<file path="src/rtl/skencode_pkg.sv">
`default_nettype none

package skencode_pkg;

    // ====================
    // ML-DSA parameter set
    // ====================
    localparam logic [22:0] MLDSA_Q = 23'd8380417;
    localparam int MLDSA_N = 256;
    localparam int MLDSA_L = 7;
    localparam int MLDSA_K = 8;

    // Source memory layout. Four coefficients share one memory word.
    localparam int COEFF_W         = 24;
    localparam int COEFFS_PER_WORD = 4;
    localparam int MEM_W           = COEFF_W * COEFFS_PER_WORD;
    localparam int SRC_ADDR_W      = 10;
    localparam int MEM_DEPTH       = 1 << SRC_ADDR_W;

    // Packed key format. Eight 3-bit fields form one group per cycle.
    localparam int ETA_BITS   = 3;
    localparam int GROUP_W    = 2 * COEFFS_PER_WORD * ETA_BITS;
    localparam int KEY_W      = 32;
    localparam int KEY_ADDR_W = 10;
    localparam int ACC_W      = 64;
    localparam int ACC_CNT_W  = $clog2(ACC_W + 1);

    // Run lengths.
    localparam int SRC_WORDS = (MLDSA_L + MLDSA_K) * MLDSA_N / COEFFS_PER_WORD;
    localparam int KEY_WORDS = (MLDSA_L + MLDSA_K) * MLDSA_N * ETA_BITS / KEY_W;
    localparam int RD_PAIRS  = SRC_WORDS / 2;
    localparam int PAIR_W    = SRC_ADDR_W - 1;

    // ====================
    // Controller states
    // ====================
    localparam logic [1:0] ST_IDLE  = 2'd0;
    localparam logic [1:0] ST_READ  = 2'd1;
    localparam logic [1:0] ST_DRAIN = 2'd2;

endpackage

`default_nettype wire
</file>
<file path="src/rtl/eta_pack_unit.sv">
`default_nettype none

module eta_pack_unit (
    input  wire  [skencode_pkg::MEM_W-1:0]   word_a,
    input  wire  [skencode_pkg::MEM_W-1:0]   word_b,
    output logic [skencode_pkg::GROUP_W-1:0] group,
    output logic                             group_bad
);

    localparam int CW = skencode_pkg::COEFF_W;
    localparam int EB = skencode_pkg::ETA_BITS;
    localparam int CPW = skencode_pkg::COEFFS_PER_WORD;

    // Maps one coefficient to 2 - c mod Q. Bit 3 of the result flags a value
    // outside [-2, 2].
    function automatic logic [3:0] map_coeff(input logic [CW-1:0] c);
        logic [3:0] res;
        case (c)
            CW'(0):                         res = 4'b0_010;
            CW'(1):                         res = 4'b0_001;
            CW'(2):                         res = 4'b0_000;
            CW'(skencode_pkg::MLDSA_Q - 1): res = 4'b0_011;
            CW'(skencode_pkg::MLDSA_Q - 2): res = 4'b0_100;
            default:                        res = 4'b1_000;
        endcase
        return res;
    endfunction

    // The even word fills the low half of the group and the odd word the
    // high half, coefficient 0 lowest in each.
    always_comb begin
        logic [3:0] res_a;
        logic [3:0] res_b;
        group     = '0;
        group_bad = 1'b0;
        for (int i = 0; i < CPW; i++) begin
            res_a = map_coeff(word_a[i*CW +: CW]);
            res_b = map_coeff(word_b[i*CW +: CW]);
            group[i*EB +: EB]         = res_a[EB-1:0];
            group[(CPW+i)*EB +: EB]   = res_b[EB-1:0];
            group_bad                 = group_bad | res_a[3] | res_b[3];
        end
    end

endmodule

`default_nettype wire

</file>
<file path="config.mk">
export PLATFORM = sky130hd
export DESIGN_NAME = eta_pack_unit
export DESIGN_NICKNAME = d
export VERILOG_FILES = /design/src/rtl/skencode_pkg.sv /design/src/rtl/eta_pack_unit.sv
export SDC_FILE = /design/constraint.sdc
export NUM_CORES = 1
export LEC_CHECK = 0
export ABC_AREA = 0
export BUFFER_PORTS_ARGS = -buffer_cell sky130_fd_sc_hd__buf_4
export CORE_AREA = 2 2 83 85
export DETAILED_ROUTE_END_ITERATION = 10
export DIE_AREA = 0 0 85 87
export SYNTH_ARGS = -nofsm -noshare
export SYNTH_HDL_FRONTEND = slang
export SYNTH_SLANG_ARGS = --single-unit
</file>
<file path="constraint.sdc">
create_clock -name vclk -period 3.6
set_clock_uncertainty 0.1 [all_clocks]
set_input_delay 0.54 -clock vclk [all_inputs]
set_output_delay 0.54 -clock vclk [all_outputs]
set_load 0.005 [all_outputs]
</file>
==> reports/metrics.yaml, run 1 <==
die:
  core_mm2: 0.00657
  fp.dieW_um: 85
  ios: 217
  start_util_pct: 20.5
  die_area_mm2: 0.00740
  die_y_um: 87
  num_rows: 30
grt:
  grt_pass1_wl_mm: 11.7
  track_usage_pct: 18.7
  grt_max_degree: 6
  overflow: 0
  antenna_found_initial: 0
  grt_pass1_vias: 2638
synth:
  synth_warnings: 0
  avgSynthCellArea_um2: 6.34
  syn_area_mm2: 0.00134
  synth_top_cell_by_area: "nand4_1"
  synth-seq-area-share_pct: 0
  synth_common_cells: "nand4_1 (38), nor4_1 (38), nor3_1 (16)"
  syn_inst: 212
  synthDominantCellAreaShare_pct: 17.7
  yosys-top-cells-area: "nand4_1 (18%), nor4_1 (18%), nand4b_1 (7.2%)"
  synthesis.nets: 404
  yosysUniqueCellTypes: 36
setup_path:
  crit_path_end_kind: "primary output"
  worstPathCellList: "buf_4, or4_4, or3_4, or3b_1, nand3b_1, nand4_1, or3_1, buf_4"
  critPathTopFamily: "simple AND/OR/NAND/NOR gates"
  path_depth: 8
  path_max_fanout: 3
  cpMostUsedCell: "buf_4"
  crit_required_ns: 2.96
  worst_ep_arrival_time_ns: 2.69
  startpoint_type: "primary input"
  path_buf_inv: 2
  crit_type: "primary input to primary output"
  slowest_stage: "or4_4"
  critical-path-max-stage-delay_ns: 0.53
final_layout:
  final_util_pct: 46.8
  seq_cell_count: 0
  antennaDiodeCount: 0
  clkbuf_count: 0
  nets: 623
  areaGrowthSynthToFinish_pct: 129
  drive_gt1_share_pct: 53.1
  regArea_um2: 0
power:
  power.total_mw: 0.230
  power_density_mw_per_mm2: 74.9
  vdd_ir_drop_max_mv: 0.0392
  p_leak_nw: 1.37
sta:
  setup_viol: 0
  relSlewSlack_pct: 70.3
  worstMarginPinSlew_ns: 0.434
  hold_viol_final: 0
  fmax_ghz: 0.300
  min_period_over_period_pct: 92.6
  grt_setup_unrepaired: "no"
  min_period_ns: 3.33
  slew_viol_final: 0
  tns_ns: 0
detailed_routing:
  drt_iter0_markers: 74
  drc: 0
  viasPerCell: 5.45
  routed_wl_mm: 7.65
  wire_per_inst_um: 15.0
  detail-route-antenna-nets: 0
  firstDrtPassIters: 5
  num_vias: 2773
placed_design:
  dp_hpwl_mm: 7.10
  gp_congestion: 0.899
  portBuffers: 217
run_status:
  status: "finished clean"
worst_hold_path:
  hold_depth: 3
  hold_path_class: "primary input to primary output"
  hp-start: "word_b[1]"
  holdPathEnd: "group[12]"
clock_network:
  hold_buffers: 0
  cts-resized-gates: 0
  cts_setup_buffers: 0
flow_run:
  maxCapViolCount: 0
## worst max path at each step
| stage | start | end | slack (ns) |
|---|---|---|---|
| 6_report | word_a[2] | group_bad | 0.27 |
| 5_1_grt | word_a[2] | group_bad | 0.19 |
| 4_1_cts | word_a[2] | group_bad | 0.26 |
| 3_5_place_dp | word_a[2] | group_bad | 0.26 |
| 3_3_place_gp | word_a[2] | group_bad | 0.29 |
| 2_1_floorplan | word_a[2] | group_bad | 0.63 |
## layout make-up
class / instances / area (um^2)
fill: 695 / 3500
inverter: 11 / 41.3
multi-input combinational: 201 / 1300
tap: 80 / 100
timing repair buffer: 217 / 1630
## layer usage
metal	up-vias	global-route usage, %	wire [um]
li1	1371	-	-
met1	1258	22.6	3040
met2	138	35.0	3830
met3	6	3.98	704
met4	0	1.44	74
met5	-	0	0
## placed cells by master, fill, tap and decap left out, drive strengths merged, types with 2 or more instances in the layout
cell type  Yosys  final
a211oi         2      2
a21oi          2      2
and2           6      6
and4           3      3
buf            0    217
inv           11     11
nand2         13     13
nand2b         3      3
nand3         11     11
nand3b         3      3
nand4         39     39
nand4b        11     11
nor2           7      7
nor3          16     16
nor4          38     38
o21ai          3      3
o31ai          2      2
o41ai          5      5
or2            2      2
or3            8      8
or3b           4      4
or4           14     14
## logic make-up (layout without fill, tap and decap cells)
logic type / after synthesis / in the layout / synth area share, %
AO/OA/AOI/OAI: 21 / 21 / 11.8
buffers and inverters: 11 / 228 / 3.07
AND/OR/NAND/NOR: 180 / 180 / 85.1
## power breakdown
group	switching, mW	internal (mW)	leakage [nW]
combinational	0.0790	0.151	1.37
clock	0	0	0
sequential	0	0	0
total	0.0790	0.151	1.37
## metrics by stage
step                cell area (um^2)  hold WS, ns  worst slack [ns]  instances
global placement                3070         1.26             0.286        509
global route                    3070         1.28             0.194        509
detailed placement              3070         1.27             0.256        509
CTS                             3070         1.27             0.256        509
finish                          3070         1.26             0.265        509
floorplan                       1340         1.01             0.632        212
## tightest hold or removal path, cell delays in order
cell and delay (ns):
buf_4 0.10, a211oi_1 0.05, buf_4 0.14
(Power assumes the default switching activity.)
==> run 2: changes to the inputs <==
--- a/config.mk
+++ b/config.mk
@@ -10,6 +10,7 @@
 export CORE_AREA = 2 2 83 85
 export DETAILED_ROUTE_END_ITERATION = 10
 export DIE_AREA = 0 0 85 87
+export GPL_TIMING_DRIVEN = 0
 export SYNTH_ARGS = -nofsm -noshare
 export SYNTH_HDL_FRONTEND = slang
 export SYNTH_SLANG_ARGS = --single-unit
==> run 2 against run 1 <==
Effect of this change:
- critical path depth is the same
- combinational power is essentially flat
- utilization is the same
- sequential share of layout area is the same
- design area is the same
- global-route usage shrank 0.34 points
- non-clock buffer count is the same
- hold slack lost 0.00057 ns
- routed wire length shrank 1.8%
- die area is the same
- maximum frequency grew 0.42%
==> reports/metrics.yaml, run 2 (synthesis gave the netlist of run 1 again) <==
run_status:
  status: "finished clean"
sta:
  min_period_over_period_pct: 92.2  # -0.39 points
  fmax_ghz: 0.301  # +0.42%
  layout_setup_ws_ns: 0.279  # +0.0139 ns
  min_period_ns: 3.32  # -0.0139 ns
  relSlewSlack_pct: 70.6  # +0.28 points
  setup_viol: 0  # unchanged
  whs_ns: 1.26  # -0.000570 ns
  hold_viol_final: 0  # unchanged
  worstMarginPinSlew_ns: 0.437  # +0.00297 ns
  tns_ns: 0  # unchanged
  grt_setup_unrepaired: "no"
  slew_viol_final: 0  # unchanged
detailed_routing:
  num_vias: 2778  # +0.18%
  wire_per_inst_um: 14.8  # -1.8%
  drt_iter0_markers: 79  # +6.8%
  firstDrtPassIters: 5  # unchanged
  routed_wl_mm: 7.51  # -1.8%
  viasPerCell: 5.46  # +0.18%
  detail-route-antenna-nets: 0  # unchanged
  drc: 0  # unchanged
placed_design:
  gp_congestion: 0.867  # -3.5%
  dp_hpwl_mm: 6.96  # -1.9%
  portBuffers: 217  # unchanged
  dp_slack_ns: 0.260  # +0.00373 ns
grt:
  overflow: 0  # unchanged
  track_usage_pct: 18.3  # -0.34 points
  grt_pass1_wl_mm: 11.6  # -1.2%
  grt_max_degree: 6  # unchanged
  antenna_found_initial: 0  # unchanged
  grt_pass1_vias: 2591  # -1.8%
worst_hold_path:
  hold_path_class: "primary input to primary output"
final_layout:
  areaGrowthSynthToFinish_pct: 129  # unchanged
  layout_common_cells: "buf_4 (217), nor4_1 (38), nand4_1 (38), nor3_1 (16), nand2_1 (13)"
  multi_input_area_mm2: 0.00130  # unchanged
  nets: 623  # unchanged
  regArea_um2: 0  # unchanged
  seq_cell_count: 0  # unchanged
  antennaDiodeCount: 0  # unchanged
  drive_gt1_share_pct: 53.1  # unchanged
  clkbuf_count: 0  # unchanged
  fillerInstances: 684  # -1.6%
  final_common_cell: "buf_4"
  final_util_pct: 46.8  # unchanged
setup_path:
  worstPathCellList: "buf_4, or4_4, or3_4, or3b_1, nand3b_1, nand4_1, or3_1, buf_4"
  worst_ep_arrival_time_ns: 2.68  # about the same
  crit_path_end_kind: "primary output"
  startpoint_type: "primary input"
  path_max_fanout: 3  # unchanged
  slowest_stage: "or4_4"
  critical-path-max-stage-delay_ns: 0.53  # about the same
  cpMostUsedCell: "buf_4"
  crit_required_ns: 2.96  # about the same
  crit_type: "primary input to primary output"
die:
  start_util_pct: 20.5  # unchanged
  core_mm2: 0.00657  # unchanged
  ios: 217  # unchanged
  die_area_mm2: 0.00740  # unchanged
  num_rows: 30  # unchanged
  die_y_um: 87  # unchanged
  fp.dieW_um: 85  # unchanged
power:
  combPwrFrac_pct: 100.0  # about the same
  power.total_mw: 0.230  # about the same
  switching_share_pct: 34.3  # about the same
  power_frac_clock_pct: 0  # unchanged
  power_density_mw_per_mm2: 74.9  # about the same
  internal_power_mw: 0.151  # about the same
  switchingPower_mw: 0.0790  # about the same
  p_leak_nw: 1.37  # unchanged
  power_frac_seq_pct: 0  # unchanged
  vdd_ir_drop_max_mv: 0.0375  # -4.4%
clock_network:
  cts_setup_buffers: 0  # unchanged
  cts-resized-gates: 0  # unchanged
  hold_buffers: 0  # unchanged
flow_run:
  maxCapViolCount: 0  # unchanged
run 2: worst paths after layout:
path                  start        end  slack, ns  cells after the start
hold / removal    word_b[1]  group[12]       1.26                      3
setup / recovery  word_a[2]  group_bad       0.28                      8
run 2: through the flow:
step | std cells | cell area, um^2
floorplan | 212 | 1340
global placement | 509 | 3070
detailed placement | 509 | 3070
CTS | 509 | 3070
global route | 509 | 3070
finish | 509 | 3070
run 2: final cells by class:
class              count  area share [%]
inverters             11            1.34
multi-input cells    201            42.4
well taps             80            3.26
repair buffers       217            53.0
run 2: power by group through the flow:
stage	Sequential (mW)	Clock (mW)	Combinational (mW)
3_3_place_gp	0	0	0.227
2_1_floorplan	0	0	0.0311
3_5_place_dp	0	0	0.229
4_1_cts	0	0	0.229
5_1_grt	0	0	0.249
6_report	0	0	0.230
run 2: routing by layer:
metal / part of all wire (%) / track usage (%)
met3: 11 / 4.74
met1: 38 / 21.7
met5: 0 / 0
met2: 50 / 33.7
met4: 1.5 / 2.74
run 2: worst max-delay path, delay by kind of cell:
| family | cells | cell delay [ns] |
|---|---|---|
| AND/OR/NAND/NOR | 6 | 1.88 |
| buffers and inverters | 2 | 0.26 |
