==> src/rtl/skencode_pkg.sv <==
`default_nettype none

package skencode_pkg;

    // ====================
    // ML-DSA parameter set
    // ====================
    localparam logic [22:0] MLDSA_Q = 23'd8380417;
    localparam int MLDSA_N = 256;
    localparam int MLDSA_L = 7;
    localparam int MLDSA_K = 8;

    // Source memory layout. Four coefficients share one memory word.
    localparam int COEFF_W         = 24;
    localparam int COEFFS_PER_WORD = 4;
    localparam int MEM_W           = COEFF_W * COEFFS_PER_WORD;
    localparam int SRC_ADDR_W      = 10;
    localparam int MEM_DEPTH       = 1 << SRC_ADDR_W;

    // Packed key format. Eight 3-bit fields form one group per cycle.
    localparam int ETA_BITS   = 3;
    localparam int GROUP_W    = 2 * COEFFS_PER_WORD * ETA_BITS;
    localparam int KEY_W      = 32;
    localparam int KEY_ADDR_W = 10;
    localparam int ACC_W      = 64;
    localparam int ACC_CNT_W  = $clog2(ACC_W + 1);

    // Run lengths.
    localparam int SRC_WORDS = (MLDSA_L + MLDSA_K) * MLDSA_N / COEFFS_PER_WORD;
    localparam int KEY_WORDS = (MLDSA_L + MLDSA_K) * MLDSA_N * ETA_BITS / KEY_W;
    localparam int RD_PAIRS  = SRC_WORDS / 2;
    localparam int PAIR_W    = SRC_ADDR_W - 1;

    // ====================
    // Controller states
    // ====================
    localparam logic [1:0] ST_IDLE  = 2'd0;
    localparam logic [1:0] ST_READ  = 2'd1;
    localparam logic [1:0] ST_DRAIN = 2'd2;

endpackage

`default_nettype wire
==> src/rtl/skencode_ctrl.sv <==
`default_nettype none

module skencode_ctrl (
    input  wire                                   clk,
    input  wire                                   reset_n,
    input  wire                                   zeroize,

    input  wire                                   start,
    input  wire  [skencode_pkg::SRC_ADDR_W-1:0]   src_base,
    input  wire  [skencode_pkg::KEY_ADDR_W-1:0]   dest_base,

    input  wire                                   room,
    input  wire                                   group_bad,
    input  wire                                   key_valid,
    input  wire                                   key_ready,

    output logic                                  rd_en,
    output logic [skencode_pkg::SRC_ADDR_W-1:0]   rd_addr_a,
    output logic [skencode_pkg::SRC_ADDR_W-1:0]   rd_addr_b,
    output logic                                  group_valid,
    output logic                                  flush,
    output logic [skencode_pkg::KEY_ADDR_W-1:0]   key_addr,
    output logic                                  busy,
    output logic                                  done,
    output logic                                  error
);

    localparam int PW = skencode_pkg::PAIR_W;
    localparam int KW = skencode_pkg::KEY_ADDR_W;

    logic [1:0]                          state;
    logic [PW-1:0]                       pair_cnt;
    logic [KW-1:0]                       key_cnt;
    logic [skencode_pkg::SRC_ADDR_W-1:0] src_q;
    logic [KW-1:0]                       dest_q;

    logic abort;
    logic xfer;
    logic last_pair;
    logic last_word;

    assign abort     = group_valid && group_bad;
    assign xfer      = key_valid && key_ready;
    assign last_pair = pair_cnt == PW'(skencode_pkg::RD_PAIRS - 1);
    assign last_word = key_cnt == KW'(skencode_pkg::KEY_WORDS - 1);

    // No read issues in the cycle a bad group shows up, so nothing is left
    // in flight once the run aborts.
    assign rd_en     = (state == skencode_pkg::ST_READ) && room && !abort;
    assign rd_addr_a = src_q + {pair_cnt, 1'b0};
    assign rd_addr_b = rd_addr_a + skencode_pkg::SRC_ADDR_W'(1);

    assign flush    = abort;
    assign busy     = state != skencode_pkg::ST_IDLE;
    assign key_addr = dest_q + key_cnt;

    // ====================
    // Run FSM
    // ====================
    always_ff @(posedge clk or negedge reset_n) begin
        if (!reset_n) begin
            state       <= skencode_pkg::ST_IDLE;
            pair_cnt    <= '0;
            key_cnt     <= '0;
            src_q       <= '0;
            dest_q      <= '0;
            group_valid <= 1'b0;
            done        <= 1'b0;
            error       <= 1'b0;
        end else if (zeroize) begin
            state       <= skencode_pkg::ST_IDLE;
            pair_cnt    <= '0;
            key_cnt     <= '0;
            src_q       <= '0;
            dest_q      <= '0;
            group_valid <= 1'b0;
            done        <= 1'b0;
            error       <= 1'b0;
        end else begin
            group_valid <= rd_en;
            error       <= abort;
            done        <= 1'b0;
            if (abort) begin
                state <= skencode_pkg::ST_IDLE;
            end else begin
                case (state)
                    skencode_pkg::ST_IDLE: begin
                        if (start) begin
                            src_q    <= src_base;
                            dest_q   <= dest_base;
                            pair_cnt <= '0;
                            key_cnt  <= '0;
                            state    <= skencode_pkg::ST_READ;
                        end
                    end
                    skencode_pkg::ST_READ: begin
                        if (rd_en) begin
                            pair_cnt <= pair_cnt + PW'(1);
                            if (last_pair) begin
                                state <= skencode_pkg::ST_DRAIN;
                            end
                        end
                        if (xfer) begin
                            key_cnt <= key_cnt + KW'(1);
                        end
                    end
                    skencode_pkg::ST_DRAIN: begin
                        // The last word needs the last group, so it always lands here.
                        if (xfer) begin
                            key_cnt <= key_cnt + KW'(1);
                            if (last_word) begin
                                state <= skencode_pkg::ST_IDLE;
                                done  <= 1'b1;
                            end
                        end
                    end
                    default: begin
                        state <= skencode_pkg::ST_IDLE;
                    end
                endcase
            end
        end
    end

    // An idle machine issues no read and has no group still in flight.
    idle_no_read: assert property (
        @(posedge clk) disable iff (!reset_n)
        (state == skencode_pkg::ST_IDLE) |-> (!rd_en && !group_valid)
    );

endmodule

`default_nettype wire

==> config.mk <==
export PLATFORM = sky130hd
export DESIGN_NAME = skencode_ctrl
export DESIGN_NICKNAME = d
export VERILOG_FILES = /design/src/rtl/skencode_pkg.sv /design/src/rtl/skencode_ctrl.sv
export SDC_FILE = /design/constraint.sdc
export NUM_CORES = 1
export LEC_CHECK = 0
export ABC_AREA = 1
export BUFFER_PORTS_ARGS = -buffer_cell sky130_fd_sc_hd__buf_2
export CAP_MARGIN = 20
export CORE_MARGIN = 2
export CORE_UTILIZATION = 40
export DETAILED_ROUTE_END_ITERATION = 6
export HOLD_SLACK_MARGIN = 0.06
export PLACE_DENSITY = 0.67
export SLEW_MARGIN = 20
export SYNTH_ARGS = -nofsm -noshare
export SYNTH_HDL_FRONTEND = slang
export SYNTH_SLANG_ARGS = --single-unit
==> constraint.sdc <==
create_clock -name clk -period 4.98 [get_ports clk]
set_input_delay 0.498 -clock clk [delete_from_list [all_inputs] [get_ports clk]]
set_output_delay 0.498 -clock clk [all_outputs]
set_load 0.01 [all_outputs]
==> results of run 1 <==
-- per-layer routing --
metal  routed length, um  vias up  share of wire, %
met2                3606       55                50
met4                  68        0              0.94
met5                   0        -                 0
li1                    -     1524                 -
met3                 194        6               2.7
met1                3364     1319                47
-- flip-flops by register name, indices dropped and copies added (netlist names) --
name	flops
dest_q	10
done	1
error	1
group_valid	1
key_cnt	10
pair_cnt	9
src_q	10
state	2
-- logic make-up (layout without fill, tap and decap cells) --
family	after synthesis	in the layout	share of synthesized area, %
AOI/OAI and AO/OA	63	63	10.58
xor gates and xnor gates	20	20	5.505
buffers and inverters	77	141	9.516
adders and majority gates	26	26	10.70
DFF	44	44	34.60
and+or+nand+nor	200	200	29.10
-- final cells by class --
class,count,area [um^2],share of cell area [%]
multi-input cells,309,1787,48.19
flip-flops and latches,44,1101,29.70
repair buffers,64,325.3,8.775
inverters,69,259.0,6.986
well taps,102,127.6,3.442
clock buffers,6,72.57,1.957
clock inverters,2,35.03,0.9450
-- power breakdown --
part	switching (uW)	internal, uW
combinational	339	190
clock	128	149
sequential	46.0	403
total	513	743
-- synth_stat cells, types with 2 or more instances --
library cell | n | area share [%]
nor2_2 | 3 | 0.59
xor2_1 | 12 | 3.3
a21oi_1 | 25 | 3.9
ha_1 | 24 | 9.4
dfrtp_1 | 44 | 35
nor2_1 | 35 | 4.1
nand3_1 | 56 | 8.8
buf_2 | 2 | 0.31
nand2_1 | 82 | 9.7
clkbuf_1 | 4 | 0.47
xnor2_1 | 8 | 2.2
o21ai_1 | 3 | 0.47
nor3_1 | 8 | 1.3
nand4_1 | 4 | 0.79
o21ai_0 | 29 | 4.6
inv_1 | 65 | 7.7
nand3_2 | 3 | 0.94
fa_1 | 2 | 1.3
nand2_2 | 2 | 0.39
inv_2 | 4 | 0.47
o21bai_1 | 2 | 0.47
-- stage by stage --
step           std cells  instance area [um^2]  hold slack [ns]  power, uW  utilization (%)
6_report             596                  3707           0.1858       1255            47.98
4_1_cts              596                  3705           0.4098       1269            47.94
5_1_grt              596                  3707           0.2397       1357            47.98
3_5_place_dp         588                  3597           0.5209      987.5            46.55
3_3_place_gp         588                  3597           0.5142      979.0            46.55
2_1_floorplan        430                  3182           0.2024      832.1                -
-- worst min path at each step --
stage,to,start,cells after the start,slack [ns]
4_1_cts,pair_cnt[4],reset_n,1,0.41
3_5_place_dp,state[0],state[0],2,0.52
3_3_place_gp,state[0],state[0],2,0.51
5_1_grt,dest_q[8],reset_n,1,0.24
2_1_floorplan,dest_q[0],reset_n,0,0.20
6_report,dest_q[1],reset_n,1,0.19
-- placed cells by master, fill, tap and decap left out, types with 5 or more instances in the layout --
cell	netlist	final
a21oi_1	25	25
buf_2	2	62
clkbuf_8	0	5
dfrtp_1	44	44
ha_1	24	24
inv_1	65	65
nand2_1	82	82
nand3_1	56	56
nor2_1	35	35
nor3_1	8	8
o21ai_0	29	29
xnor2_1	8	8
xor2_1	12	12
-- critical path: stages, from the launching register on --
cell     delay [ns]
dfrtp_1        0.42
ha_1           0.25
fa_1           0.56
nand3_1        0.13
nor2_1         0.17
nand3_1        0.11
nor2_2         0.14
nand2_1        0.07
nand2_1        0.06
nand2_1        0.05
inv_1          0.04
buf_2          0.11
==> results.json, run 1 <==
{
  "status": "finished, final reports clean",
  "finalMaxSlewViolations": 0,
  "synthesis.area_um2": 3182,
  "synth_ff_type": "dfrtp_1",
  "die_h_um": 93.19,
  "met1_usage_pct": 21.75,
  "max_cap_viol_count": 0,
  "areaGrowthSynthToFinish_pct": 16.52,
  "cts_hold_buf": 0,
  "fin_nets": 547,
  "start_util_pct": 41.18,
  "startpoint_type": "flip-flop",
  "ioPinCount": 64,
  "grt_pass1_wl_um": 12190,
  "use_met3_pct": 2.337,
  "vdd_drop_max_v": 0.0001834,
  "core-area_um2": 7727,
  "post-place-ws_ns": 2.386,
  "synth.ff_latch_count": 44,
  "std_cell_rows": 32,
  "drt_iter0_drc": 120,
  "ys_seq_area_share_pct": 34.60,
  "max_freq_mhz": 345.8,
  "die_w_um": 93.19,
  "hold_viol": 0,
  "crit_path_max_fanout": 4,
  "cellLeakagePower_uw": 0.001987,
  "drive_gt1_share_pct": 18.02,
  "htree_levels": 2,
  "dieArea_um2": 8684,
  "clkSlewWorstSetupHoldPaths_ns": 0.08,
  "cts_tree": "built",
  "fillers": 768,
  "clock_path_buffers": 2,
  "drc": 0,
  "critical_path_class": "reg2out",
  "min_period_ns": 2.892,
  "postRouteAntennaNets": 0,
  "ctsRootBufferMaster": "clkbuf_8",
  "tightest_slew_ns": 0.5621,
  "syn_area_per_cell_um2": 7.400,
  "rr_worst_depth": 9,
  "async_flop_share_pct": 100.0,
  "min-delay-path-class": "in2async",
  "n_antenna_cell": 0,
  "ff2ff_setup_slack_ns": 2.89,
  "finClkSkew_ns": 0.01264,
  "power_density_nw_per_um2": 338.6,
  "ys_types": 34,
  "ctsResizeCount": 0,
  "num_vias": 2904,
  "cts-buffers-inserted": 5,
  "clk_latency_ns": 0.30,
  "avgViaCountPerCell": 4.872,
  "ys_warn_count": 0,
  "grt_util_met2_pct": 31.04,
  "cp.required_ns": 4.48,
  "slew_headroom_pct": 62.53,
  "setup_viol": 0,
  "numPortBuffers": 63,
  "grtUsageTotal_pct": 17.24,
  "timing.rr.end": "pair_cnt[6]",
  "syn_nets": 484,
  "post_synth_inst_count": 430,
  "drt-wirelength-per-cell_um": 12.14,
  "setup.worst_path.start": "pair_cnt[0]",
  "first_global_vias": 2732,
  "antenna_found_initial": 0,
  "grt.overflow.total": 0,
  "synth_edf_count": 0,
  "grt_max_degree": 45,
  "finalCritPeriodShare_pct": 58.07,
  "gp_congestion": 0.9127,
  "post_cts_buffers": 0,
  "critPathCaptureType": "output pin",
  "critPathArrivalTime_ns": 2.39,
  "finalWorstSetupSlack_ns": 2.088,
  "grt-busiest-layer": "met2",
  "r2r-start": "state[1]",
  "rsz0062_at_grt": "no",
  "crit_path_end": "rd_addr_b[9]",
  "cts.sinks": 44,
  "dr.pass1.iters": 4,
  "tns_ns": 0,
  "totalWireLength_um": 7233,
  "place_hpwl_um": 5664
}
No activity file was read; power rests on OpenSTA's default activity.
==> inputs of run 2 (changes only) <==
Settings changed: PLACE_DENSITY 0.67 to 0.7.
Clock period 4.98 ns to 2.6 ns, I/O delays scaled along.
==> results.json, run 2 (synthesis gave the netlist of run 1 again) <==
{
  "clk_latency_ns": 0.29,
  "cpLargestDelayFamily": "adder cells",
  "drt_iter0_drc": 146,
  "avgViaCountPerCell": 4.853,
  "die_h_um": 93.19,
  "clockPowerShare_pct": 22.6,
  "startpoint_type": "flip-flop",
  "worst-path-stages": 10,
  "finalMaxSlewViolations": 0,
  "power_density_nw_per_um2": 649.2,
  "start_util_pct": 41.18,
  "grt_pass1_wl_um": 12590,
  "gp_congestion": 0.9173,
  "clock_path_buffers": 2,
  "vdd_drop_max_v": 0.0003305,
  "cts-buffers-inserted": 5,
  "finalCritPeriodShare_pct": 95.44,
  "crit_path_max_fanout": 3,
  "dr.pass1.iters": 4,
  "totalWireLength_um": 7309,
  "setup_viol": 0,
  "critical_path_class": "reg2out",
  "layout_common_cells": "nand2_1, inv_1, buf_2",
  "min-delay-path-class": "in2reg",
  "n_antenna_cell": 0,
  "num_vias": 2931,
  "critPathArrivalTime_ns": 2.22,
  "fillers": 740,
  "whs_ns": 0.2006,
  "areaGrowthSynthToFinish_pct": 21.67,
  "die_w_um": 93.19,
  "place_hpwl_um": 5637,
  "critPathCaptureType": "output pin",
  "layout_commonest_cell": "nand2_1",
  "std_cell_rows": 32,
  "cts_tree": "built",
  "core-area_um2": 7727,
  "p_sw_uw": 996.6,
  "top_regs": "dest_q x10, key_cnt x10, src_q x10",
  "cts.sinks": 44,
  "rsz0062_at_grt": "yes",
  "seqPwrFrac_pct": 34.4,
  "clkSlewWorstSetupHoldPaths_ns": 0.09,
  "drt-wirelength-per-cell_um": 12.10,
  "ctsRootBufferMaster": "clkbuf_8",
  "numPortBuffers": 63,
  "max_stage_delay_ns": 0.57,
  "hold-path-cell-count": 3,
  "min_period_ns": 2.481,
  "drc": 0,
  "finClkSkew_ns": 0.009012,
  "antenna_found_initial": 0,
  "grt.overflow.total": 0,
  "path_buf_inv": 1,
  "p_total_uw": 2513,
  "path_cells": "ha_2 > fa_2 > nand2_1 > nor2_2 > nand3_1 > nor2_1 > nand2_1 > nand2_1 > nand2_1 > buf_2",
  "first_global_vias": 2897,
  "cp.required_ns": 2.34,
  "postRouteAntennaNets": 0,
  "grtUsageTotal_pct": 17.65,
  "cellLeakagePower_uw": 0.002029,
  "fin_nets": 555,
  "max_freq_mhz": 403.0,
  "dieArea_um2": 8684,
  "ioPinCount": 64,
  "status": "finished, final reports clean",
  "combPwrFrac_pct": 42.9,
  "hold_viol": 0,
  "p_sw_share_pct": 39.66,
  "tightest_slew_ns": 0.5518,
  "slowest_stage": "fa_2",
  "slew_headroom_pct": 63.16,
  "rr_worst_depth": 11,
  "htree_levels": 2,
  "dp.cells": 590,
  "fin_cells": 604,
  "grt_max_degree": 41,
  "internal-power_uw": 1516,
  "max_cap_viol_count": 0,
  "drive_gt1_share_pct": 22.51,
  "crit_top_cell": "nand2_1"
}
==> run 2: cell count changes in the layout (fill, tap and decap cells not counted), moves of 2 or more <==
cell	before	now
nand3_2	3	6
ha_2	0	5
nor2_4	1	3
nor2_1	35	32
nand3_1	56	52
buf_4	2	7
ha_1	24	18
clkbuf_8	5	7
==> run 2: worst reg2reg max path, cell delays in order (launching register included) <==
cell,delay [ns]
dfrtp_1,0.36
inv_1,0.08
ha_1,0.18
inv_1,0.17
nor2_1,0.06
buf_4,0.16
o21ai_1,0.13
nand3_2,0.28
nor2_1,0.26
nand3_1,0.09
o21ai_1,0.08
nor2_1,0.04
==> run 2: layer usage <==
metal  global-route usage (%)  up-vias  wire [um]
li1                         -     1530          -
met3                    2.417        8        192
met2                    31.04       51       3607
met5                        0        -          0
met4                    4.534        0         68
met1                    22.86     1342       3440
==> run 2: path summary, 6_finish.rpt <==
check | from | to | slack (ns)
max in group asynchronous | reset_n | key_cnt[5] | 1.44
worst min register to register | key_cnt[0] | key_cnt[0] | 0.54
worst min-delay path | dest_base[4] | dest_q[4] | 0.20
worst max-delay path | pair_cnt[0] | rd_addr_b[8] | 0.12
min in group asynchronous | reset_n | key_cnt[3] | 0.44
worst max register to register | state[1] | pair_cnt[8] | 0.59
==> run 2: metrics by stage <==
step / area [um^2] / setup TNS (ns) / util [%] / setup slack, ns
2_1_floorplan: 3182 / 0 / - / 0.3740
3_3_place_gp: 3612 / 0 / 46.75 / 0.3138
3_5_place_dp: 3612 / 0 / 46.75 / 0.2670
4_1_cts: 3776 / 0 / 48.87 / 0.02964
5_1_grt: 3871 / -0.06401 / 50.10 / -0.02821
6_report: 3871 / 0 / 50.10 / 0.1186
==> run 2: repair_timing <==
| action | CTS | global route |
|---|---|---|
| resized for setup | 3 | 17 |
| hold buffers | 1 | 0 |
| hold endpoints to repair | 16 | 0 |
| pin swaps | 3 | 6 |
| setup endpoints to repair | 2 | 5 |
| setup buffers | 2 | 3 |
==> run 2: cell type report <==
class,count,area [um^2],share of cell area (%)
timing repair buffer,72,389.1,10.05
sequential,44,1102,28.47
clock inverter,1,30.03,0.7757
multi-input combinational,309,1867,48.22
inverter,69,259.0,6.690
clock buffer,7,96.34,2.489
tap,102,127.6,3.297
==> run 2: power groups by stage <==
stage          combinational [uW]  clock (uW)  sequential [uW]
2_1_floorplan                 747           0              847
5_1_grt                      1220         611              877
3_3_place_gp                 1010           0              872
3_5_place_dp                 1020           0              877
4_1_cts                      1050         580              860
6_report                     1080         569              865
