### config.mk
export PLATFORM = sky130hd
export DESIGN_NAME = pack_buffer
export DESIGN_NICKNAME = d
export VERILOG_FILES = /design/src/rtl/skencode_pkg.sv /design/src/rtl/pack_buffer.sv
export SDC_FILE = /design/constraint.sdc
export NUM_CORES = 1
export LEC_CHECK = 0
export BUFFER_PORTS_ARGS = -buffer_cell sky130_fd_sc_hd__buf_4
export CORE_UTILIZATION = 25
export CTS_BUF_LIST = sky130_fd_sc_hd__clkbuf_4 sky130_fd_sc_hd__clkbuf_8
export DETAILED_ROUTE_END_ITERATION = 16
export PLACE_DENSITY = 0.39
export SKIP_CTS_REPAIR_TIMING = 1
export SLEW_MARGIN = 40
export SYNTH_ARGS = -nofsm -noshare
export SYNTH_HDL_FRONTEND = slang
export SYNTH_SLANG_ARGS = --single-unit
### constraint.sdc
create_clock -name clk -period 2.5 [get_ports clk]
set_input_delay 0.625 -clock clk [delete_from_list [all_inputs] [get_ports clk]]
set_output_delay 0.625 -clock clk [all_outputs]
set_load 0.005 [all_outputs]
### src/rtl/skencode_pkg.sv
`default_nettype none

package skencode_pkg;

    // ====================
    // ML-DSA parameter set
    // ====================
    localparam logic [22:0] MLDSA_Q = 23'd8380417;
    localparam int MLDSA_N = 256;
    localparam int MLDSA_L = 7;
    localparam int MLDSA_K = 8;

    // Source memory layout. Four coefficients share one memory word.
    localparam int COEFF_W         = 24;
    localparam int COEFFS_PER_WORD = 4;
    localparam int MEM_W           = COEFF_W * COEFFS_PER_WORD;
    localparam int SRC_ADDR_W      = 10;
    localparam int MEM_DEPTH       = 1 << SRC_ADDR_W;

    // Packed key format. Eight 3-bit fields form one group per cycle.
    localparam int ETA_BITS   = 3;
    localparam int GROUP_W    = 2 * COEFFS_PER_WORD * ETA_BITS;
    localparam int KEY_W      = 32;
    localparam int KEY_ADDR_W = 10;
    localparam int ACC_W      = 64;
    localparam int ACC_CNT_W  = $clog2(ACC_W + 1);

    // Run lengths.
    localparam int SRC_WORDS = (MLDSA_L + MLDSA_K) * MLDSA_N / COEFFS_PER_WORD;
    localparam int KEY_WORDS = (MLDSA_L + MLDSA_K) * MLDSA_N * ETA_BITS / KEY_W;
    localparam int RD_PAIRS  = SRC_WORDS / 2;
    localparam int PAIR_W    = SRC_ADDR_W - 1;

    // ====================
    // Controller states
    // ====================
    localparam logic [1:0] ST_IDLE  = 2'd0;
    localparam logic [1:0] ST_READ  = 2'd1;
    localparam logic [1:0] ST_DRAIN = 2'd2;

endpackage

`default_nettype wire
### src/rtl/pack_buffer.sv
`default_nettype none

module pack_buffer (
    input  wire                                clk,
    input  wire                                reset_n,
    input  wire                                zeroize,
    input  wire                                flush,

    input  wire                                group_valid,
    input  wire  [skencode_pkg::GROUP_W-1:0]   group,
    output logic                               room,

    output logic                               key_valid,
    output logic [skencode_pkg::KEY_W-1:0]     key_data,
    input  wire                                key_ready
);

    localparam int ACC_W = skencode_pkg::ACC_W;
    localparam int CNT_W = skencode_pkg::ACC_CNT_W;

    // Bits above the count are always zero, so a new group can be OR'ed in.
    logic [ACC_W-1:0] acc;
    logic [CNT_W-1:0] count;

    logic             xfer;
    logic [ACC_W-1:0] acc_shift;
    logic [CNT_W-1:0] count_shift;
    logic [ACC_W-1:0] group_ins;

    // ====================
    // Output stream
    // ====================
    assign key_valid = count >= CNT_W'(skencode_pkg::KEY_W);
    assign key_data  = acc[skencode_pkg::KEY_W-1:0];
    assign xfer      = key_valid && key_ready;

    // One read may still be in flight when room is sampled, so room leaves
    // space for two whole groups.
    assign room = count <= CNT_W'(ACC_W - 2 * skencode_pkg::GROUP_W);

    // ====================
    // Accumulator
    // ====================
    // A transferred word leaves first, then the new group lands right above
    // the bits that remain.
    always_comb begin
        if (xfer) begin
            acc_shift   = acc >> skencode_pkg::KEY_W;
            count_shift = count - CNT_W'(skencode_pkg::KEY_W);
        end else begin
            acc_shift   = acc;
            count_shift = count;
        end
        group_ins = {{(ACC_W - skencode_pkg::GROUP_W){1'b0}}, group} << count_shift;
    end

    always_ff @(posedge clk or negedge reset_n) begin
        if (!reset_n) begin
            acc   <= '0;
            count <= '0;
        end else if (zeroize || flush) begin
            acc   <= '0;
            count <= '0;
        end else if (group_valid) begin
            acc   <= acc_shift | group_ins;
            count <= count_shift + CNT_W'(skencode_pkg::GROUP_W);
        end else begin
            acc   <= acc_shift;
            count <= count_shift;
        end
    end

    // ====================
    // Checks
    // ====================
    // The controller's early room check is what keeps the count in range.
    count_in_range: assert property (
        @(posedge clk) disable iff (!reset_n)
        count <= CNT_W'(ACC_W)
    );

    // A stalled word stays offered and unchanged.
    stall_holds_data: assert property (
        @(posedge clk) disable iff (!reset_n)
        (key_valid && !key_ready && !zeroize && !flush) |=> (key_valid && $stable(key_data))
    );

endmodule

`default_nettype wire

==> flow_summary.ini, run 1 <==
[yosys]
syn_area_um2 = 3870
async_flop_share_pct = 100
ys_ff_latch = 68
synth_top_area_cell = dfrtp_1
synth_top_cell_area_share_pct = 44.0
seq_area_frac_synth_pct = 44.0
synth_fp_nets = 424
synth-edff-count = 0
synth.avg_cell_area_um2 = 9.87
yosys_warnings = 0
syn_inst = 392
synth_cell_types = 41
synth_area_leaders = dfrtp_1 (44%), mux2i_1 (10%), buf_4 (6.4%)
synthFlopType = dfrtp_1

[global_route]
grt_pass1_vias = 2978
antenna_found_initial = 0
grt_start_max_net_pins = 40
grt_pass1_wl_um = 18100
grt_usage_pct = 15.0
grt_remaining_overflow = 0

[final_layout]
regArea_um2 = 1700
drive_gt1_share_pct = 27.4
fin_area_um2 = 4530
area_growth_pct = 17.2
finalNetCount = 454
multiInputGateArea_um2 = 1760
fillCellCount = 1590
antennaDiodeCount = 0

[setup_path]
worstPathArrival_ns = 1.61
r2r_start = count[5]
r2r_setup_slack_ns = 0.33
r2r_cells = 7
critPathMaxFanout = 7
reg2reg_to = count[6]
worstSetupStartpointType = register
path_class = register to output pin
crit_path_end_kind = output pin
cp.required_ns = 1.88

[placement]
hpwl_um = 8280
port_buffers = 63
pre_cts_ws_ns = 0.346
place.gp.congestion = 0.753
place_area_um2 = 4330

[sta]
hold_viol_final = 0
max_freq_mhz = 447
worst_pin_slew_ns = 0.692
tns_ns = 0
fin_skew_ns = 0.00896
slew_headroom_pct = 53.4
rsz0062_at_grt = no
setup_slack_ns = 0.264
fin_crit_ns = 2.24
setup_violations = 0
hold_slack_ns = 0.250
final-max-slew-violation-count = 0
fin_crit_sh_pct = 89.4

[route]
wire_per_inst_um = 18.7
ant_nets = 0
drc = 0
via_count = 2978
viasPerCell = 4.84
firstDrtPassIters = 4
wl_um = 11500
drt_iter0_drc = 175

[clocking]
clock-sinks = 68
clockBufferDepth = 2
clk_pin_slew_ns = 0.08
insertion_delay_ns = 0.35
cts_tree = done
cts_buffers = 9
cts_htree_levels = 3
clockRootBuffer = clkbuf_8

[flow_run]
maxCapViolCount = 0

[die]
die_area_um2 = 16000
die_h_um = 126
rows = 45
core-area_um2 = 15100
ios = 64
start_util_pct = 25.6
die_w_um = 126

[power]
leakage_nw = 2.01
vdd_ir_drop_max_mv = 0.231
total_power_w = 0.00251
power_density_nw_per_um2 = 553

[min_path]
hold_class = input port to async pin

[status]
status = finished, final reports clean
-- cells by family (layout without fill, tap and decap cells) --
family / count (synthesis) / count (layout) / share of synthesized area [%]
AO/OA/AOI/OAI: 103 / 103 / 21.1
XOR/XNOR: 3 / 3 / 0.679
adder cells (fa/ha/maj): 2 / 2 / 0.647
buffers and inverters: 66 / 101 / 10.6
flip-flops: 68 / 68 / 44.0
multiplexers: 40 / 40 / 10.4
AND/OR/NAND/NOR: 110 / 110 / 12.6
-- metrics by stage --
| step | utilization, % | std cells |
|---|---|---|
| after floorplan | - | 392 |
| after global placement | 28.6 | 599 |
| after detailed placement | 28.6 | 599 |
| after CTS | 29.9 | 615 |
| after global routing | 29.9 | 615 |
| final | 29.9 | 615 |
-- layout by cell type (no fill, tap or decap), types with 2 or more instances in the layout --
master,n
buf_4,80
dfrtp_1,68
nand2_1,45
mux2i_1,39
nor2_1,28
o2bb2ai_1,24
o21ai_0,21
a31oi_1,18
nand3_1,14
a22oi_2,10
clkbuf_8,10
nor3_1,8
o22ai_1,8
o31a_1,7
a22oi_1,5
inv_1,3
nor2b_1,3
xnor2_1,3
nand2b_1,2
nand4_1,2
and3_1,2
ha_1,2
clkinv_2,2
clkbuf_4,2
-- power breakdown --
part,switching [W],internal [W]
Sequential,0.0000199,0.00112
Clock,0.000448,0.000509
Combinational,0.000249,0.000158
Total,0.000717,0.00179
-- cell usage after synthesis (2+ instances only) --
library cell	n
nor3_1	8
nand2_1	46
buf_4	33
o31a_1	7
o21ai_0	21
a22oi_1	5
nor2_1	28
a31oi_1	18
a22oi_2	10
o22ai_1	8
nand2b_1	2
clkbuf_1	13
buf_6	3
o2bb2ai_1	24
nand3_1	14
dfrtp_1	68
mux2i_1	39
buf_2	13
ha_1	2
nor2b_1	3
nand4_1	2
inv_1	3
xnor2_1	3
and3_1	2
-- worst max path at each step --
stage             start       end  slack, ns
2_1_floorplan  count[5]   acc[61]       0.43
6_report       count[5]      room       0.26
4_1_cts        count[5]      room       0.24
5_1_grt        count[5]   acc[40]       0.14
3_3_place_gp   count[5]  count[6]       0.39
3_5_place_dp   count[5]  count[6]       0.35
-- layer usage --
layer / vias to the layer above / GRT usage (%) / routed length [um]
met5: - / 0 / 0
met3: 7 / 3.84 / 611
met2: 90 / 22.0 / 5020
met1: 1423 / 21.9 / 5720
li1: 1458 / - / -
met4: 0 / 3.69 / 155
-- area by class of cell --
type                       instances  area share (%)
sequential                        68            37.5
multi-input combinational        258            38.8
clock inverter                     4            1.08
timing repair buffer              81            13.7
inverter                           4           0.331
clock buffer                      12            3.37
tap                              188            5.19
-- flip-flops by register name, summed over array words and instances, names as in the netlist --
register,flops
acc,64
count,4
-- critical path: stages (launching register included) --
cell and delay (ns):
dfrtp_1 0.49, inv_2 0.09, ha_1 0.28, a22o_1 0.27, buf_4 0.14
No activity file was read; power rests on OpenSTA's default activity.
==> inputs of run 2 (changes only) <==
==> constraint.sdc (replaced) <==
create_clock -name clk -period 2.3 [get_ports clk]
set_input_delay 0.575 -clock clk [delete_from_list [all_inputs] [get_ports clk]]
set_output_delay 0.575 -clock clk [all_outputs]
set_load 0.005 [all_outputs]
==> run 2 against run 1 <==
Non-clock buffer count up 5. Critical path type unchanged. Critical path depth is the same. Sequential cell count is the same. Highest routed layer unchanged. Largest cell class unchanged. Global-route usage grew 0.14 points. Worst hold slack worse by 0.089 ns. Sequential share of layout area down 0.33 points. Cell count rose by 0.81%. First-iteration DRC count grew 23%. Total power grew 5.3%.
==> flow_summary.ini, run 2 (same netlist as run 1, synthesis figures left out) <==
[route]
ant_nets = 0
wl_um = 11300
viasPerCell = 4.89
firstDrtPassIters = 4
via_count = 3032
wire_per_inst_um = 18.3
drt_iter0_drc = 216
drc = 0

[clocking]
cts_htree_levels = 3
clockBufferDepth = 2
cts_buffers = 9
insertion_delay_ns = 0.37
cts_tree = done
clockRootBuffer = clkbuf_8
clock-sinks = 68
clk_pin_slew_ns = 0.07

[setup_path]
setup.worst_path.start = count[4]
cp.required_ns = 1.73
r2r_start = count[6]
path_class = register to output pin
worstPathArrival_ns = 1.61
critPathMaxFanout = 8
r2r_cells = 7
r2r_setup_slack_ns = 0.18
reg2reg_to = count[6]
worstSetupStartpointType = register
crit_path_end_kind = output pin

[global_route]
grt_pass1_wl_um = 18100
grt_util_met2_pct = 22.3
antenna_found_initial = 0
grt_remaining_overflow = 0
gr-max-usage-layer = met2
grt_start_max_net_pins = 37
grt_pass1_vias = 3121
gr-usage-met1_pct = 21.6
grt_usage_pct = 15.2
use_met3_pct = 4.05

[final_layout]
antennaDiodeCount = 0
largest-register = acc
multiInputGateArea_um2 = 1760
drive_gt1_share_pct = 28.5
largest_register_ffs = 64
mostFrequentLayoutCell = buf_4
final_util_pct = 30.2
layout_common_cells = buf_4 (82), dfrtp_1 (67), nand2_1 (45)
top_regs = acc (64), count (4)
regArea_um2 = 1700
area_growth_pct = 18.3
fillCellCount = 1569
finalNetCount = 459

[power]
p_int_w = 0.00188
p_sw_w = 0.000766
p_seq_share_pct = 47.1
power_density_nw_per_um2 = 577
switching_share_pct = 29.0
vdd_ir_drop_max_mv = 0.294
comb_power_share_pct = 17.4
power.share.clock_pct = 35.5
leakage_nw = 2.04

[sta]
setup_violations = 0
fin_skew_ns = 0.00585
slew_headroom_pct = 58.9
worst_pin_slew_ns = 0.609
fin_crit_ns = 2.18
hold_viol_final = 0
rsz0062_at_grt = no
max_freq_mhz = 458
final-max-slew-violation-count = 0
fin_crit_sh_pct = 94.8
tns_ns = 0

[placement]
place.gp.congestion = 0.819
port_buffers = 63
hpwl_um = 8250

[die]
die_h_um = 126
core-area_um2 = 15100
rows = 45
start_util_pct = 25.6
die_w_um = 126
die_area_um2 = 16000
ios = 64

[min_path]
hold_class = input port to async pin

[flow_run]
maxCapViolCount = 0

[status]
status = finished, final reports clean
## run 2: changes by cell type in the layout (fill, tap and decap cells not counted)
cell,change
dfrtp_1,-1
dfrtp_2,+1
buf_6,+1
buf_12,+2
bufinv_16,-1
buf_4,+2
clkinv_4,-1
clkbuf_4,+2
## run 2: worst max path at each step
stage | end | slack, ns | depth (start not counted)
after floorplan | acc[61] | 0.23 | 9
after global placement | count[6] | 0.25 | 7
after detailed placement | count[6] | 0.18 | 7
after CTS | room | -0.09 | 4
after global routing | room | 0.05 | 4
final | room | 0.12 | 4
## run 2: routing by layer
layer  share of wire (%)  wire length, um
met4                 1.2              135
met5                   0                0
met2                  43             4880
met3                 4.1              467
met1                  52             5830
## run 2: per-stage QoR
stage	total power [W]	cells	cell area, um^2	hold slack [ns]	worst slack, ns
finish	0.00264	620	4580	0.161	0.119
global route	0.00278	620	4580	0.180	0.0472
CTS	0.00268	618	4560	0.166	-0.0873
detailed placement	0.00173	602	4380	0.473	0.177
global placement	0.00173	602	4380	0.479	0.253
floorplan	0.00152	392	3870	0.279	0.234
## run 2: area by class of cell
cell class	instances	area share, %
multi-input cells	258	38.5
clock buffers	14	3.66
repair buffers	86	15.0
inverters	4	0.328
clock inverters	2	0.219
flip-flops and latches	68	37.2
well taps	188	5.14
## run 2: worst max-delay path: stages, from the launching register on
cell and delay [ns]:
dfrtp_2 0.47, buf_4 0.18, inv_1 0.23, a22o_1 0.23
buf_4 0.12
## run 2: power by group through the flow
| stage | sequential [W] | combinational [W] | clock, W |
|---|---|---|---|
| 6_report | 0.00124 | 0.000460 | 0.000939 |
| 5_1_grt | 0.00125 | 0.000505 | 0.00102 |
| 4_1_cts | 0.00124 | 0.000463 | 0.000972 |
| 3_5_place_dp | 0.00127 | 0.000462 | 0 |
| 3_3_place_gp | 0.00127 | 0.000462 | 0 |
| 2_1_floorplan | 0.00126 | 0.000263 | 0 |
==> inputs of run 3 (changes only) <==
--- a/config.mk
+++ b/config.mk
@@ -5,11 +5,12 @@
 export SDC_FILE = /design/constraint.sdc
 export NUM_CORES = 1
 export LEC_CHECK = 0
+export ABC_CLOCK_PERIOD_IN_PS = 2100
 export BUFFER_PORTS_ARGS = -buffer_cell sky130_fd_sc_hd__buf_4
-export CORE_UTILIZATION = 25
+export CORE_UTILIZATION = 59
 export CTS_BUF_LIST = sky130_fd_sc_hd__clkbuf_4 sky130_fd_sc_hd__clkbuf_8
 export DETAILED_ROUTE_END_ITERATION = 16
-export PLACE_DENSITY = 0.39
+export PLACE_DENSITY = 0.8
 export SKIP_CTS_REPAIR_TIMING = 1
 export SLEW_MARGIN = 40
 export SYNTH_ARGS = -nofsm -noshare
==> constraint.sdc (replaced) <==
create_clock -name clk -period 2.1 [get_ports clk]
set_input_delay 0.525 -clock clk [delete_from_list [all_inputs] [get_ports clk]]
set_output_delay 0.525 -clock clk [all_outputs]
set_load 0.005 [all_outputs]
==> run 3 against run 2 <==
The flow now finishes with violations (design-rule violations). Critical path depth shrank 1. Register-to-register slack got worse by 0.04 ns. Combinational power increased by 5.2%. Count of clock-buffer cells in the layout is 4 lower. Design area shrank 3.1%. Setup slack got worse by 0.066 ns. Die area fell by 57%. Clock power increased by 3.5%. Non-clock buffer count did not move.
==> flow_summary.ini, run 3 (same netlist as run 1, synthesis figures left out) <==
[setup_path]
worstPathArrival_ns = 1.52
r2r_start = count[3]
max_stage_delay_ns = 0.50
slowest_stage = dfrtp_1
path_common_cell = buf_4
cp_cell_sequence = o41ai_4 -> buf_4 -> buf_4
path_class = register to output pin
cp.required_ns = 1.57
critPathMaxFanout = 7
worstSetupStartpointType = register
r2r_setup_slack_ns = 0.14
reg2reg_to = acc[57]
crit_path_end_kind = output pin
r2r_cells = 5

[final_layout]
fillCellCount = 489
layout_common_cells = buf_4 (84), dfrtp_1 (67), nand2_1 (45)
finalNetCount = 459
top_regs = acc (64), count (4)
drive_gt1_share_pct = 29.6
mostFrequentLayoutCell = buf_4
final_util_pct = 69.9
largest_register_ffs = 64
largest-register = acc
antennaDiodeCount = 0
finalNonFillerCells = 509
area_growth_pct = 14.7

[min_path]
hold_class = input port to async pin

[power]
total_power_w = 0.00282
power_density_nw_per_um2 = 635
vdd_ir_drop_max_mv = 0.470
leakage_nw = 2.02

[die]
start_util_pct = 60.9
core-area_um2 = 6350
die_w_um = 83.0
rows = 29
ios = 64
die_area_um2 = 6890
die_h_um = 83.0

[route]
wire_per_inst_um = 18.0
ant_nets = 0
via_count = 3150
wl_um = 9180
drt_iter0_drc = 306
drc = 2
viasPerCell = 6.19
firstDrtPassIters = 11

[sta]
rsz0062_at_grt = no
hold_viol_final = 0
setup_violations = 0
slew_headroom_pct = 51.0
setup_slack_ns = 0.0528
max_freq_mhz = 488
hold_slack_ns = 0.120
fin_skew_ns = 0.00881
worst_pin_slew_ns = 0.734
fin_crit_ns = 2.05
fin_crit_sh_pct = 97.5
final-max-slew-violation-count = 0

[status]
violations = design-rule violations
status = complete, but fails checks

[clocking]
cts_buffers = 9
clockBufferDepth = 2
clockRootBuffer = clkbuf_8
cts_htree_levels = 3
clk_pin_slew_ns = 0.08
insertion_delay_ns = 0.34
clock-sinks = 68
cts_tree = done

[global_route]
grt_usage_pct = 28.6
grt_remaining_overflow = 0
grt_pass1_vias = 3119
grt_pass1_wl_um = 15500
grt_start_max_net_pins = 53
antenna_found_initial = 0

[placement]
hpwl_um = 6490
dp.cells = 493
place.gp.congestion = 0.937
port_buffers = 63
pre_cts_ws_ns = 0.0729

[flow_run]
maxCapViolCount = 0
[run 3: layout make-up]
class / instances / area (um^2) / area share, %
well taps: 77 / 96.3 / 2.17
multi-input cells: 258 / 1780 / 40.0
repair buffers: 86 / 671 / 15.1
flip-flops and latches: 68 / 1700 / 38.4
inverters: 4 / 15.0 / 0.338
clock inverters: 6 / 40.0 / 0.902
clock buffers: 10 / 138 / 3.10
[run 3: through the flow]
step	instance area, um^2	TNS [ns]
6_report	4440	0
5_1_grt	4440	0
4_1_cts	4420	0
3_5_place_dp	4250	0
3_3_place_gp	4240	-0.732
2_1_floorplan	3870	0
[run 3: how the worst max path moves through the flow]
| stage | from | to |
|---|---|---|
| floorplan | count[5] | acc[61] |
| global placement | count[5] | acc[43] |
| detailed placement | count[5] | count[6] |
| CTS | count[4] | key_valid |
| global route | count[3] | key_valid |
| finish | count[3] | key_valid |
[run 3: power by group]
| part | switching, W | internal, W |
|---|---|---|
| Combinational | 0.000282 | 0.000201 |
| Sequential | 0.0000219 | 0.00134 |
| Clock | 0.000516 | 0.000455 |
[run 3: per-layer routing]
metal | up-vias | global-route usage [%] | wire, um
li1 | 1463 | - | -
met1 | 1517 | 39.7 | 4110
met2 | 151 | 44.1 | 4260
met3 | 19 | 6.16 | 590
met4 | 0 | 11.3 | 214
met5 | - | 0 | 0
[run 3: worst max-delay path, delay by kind of cell, from the launching register on]
kind,cells,cell delay (ns)
DFF,1,0.50
buffers and inverters,2,0.28
AOI/OAI and AO/OA,1,0.39
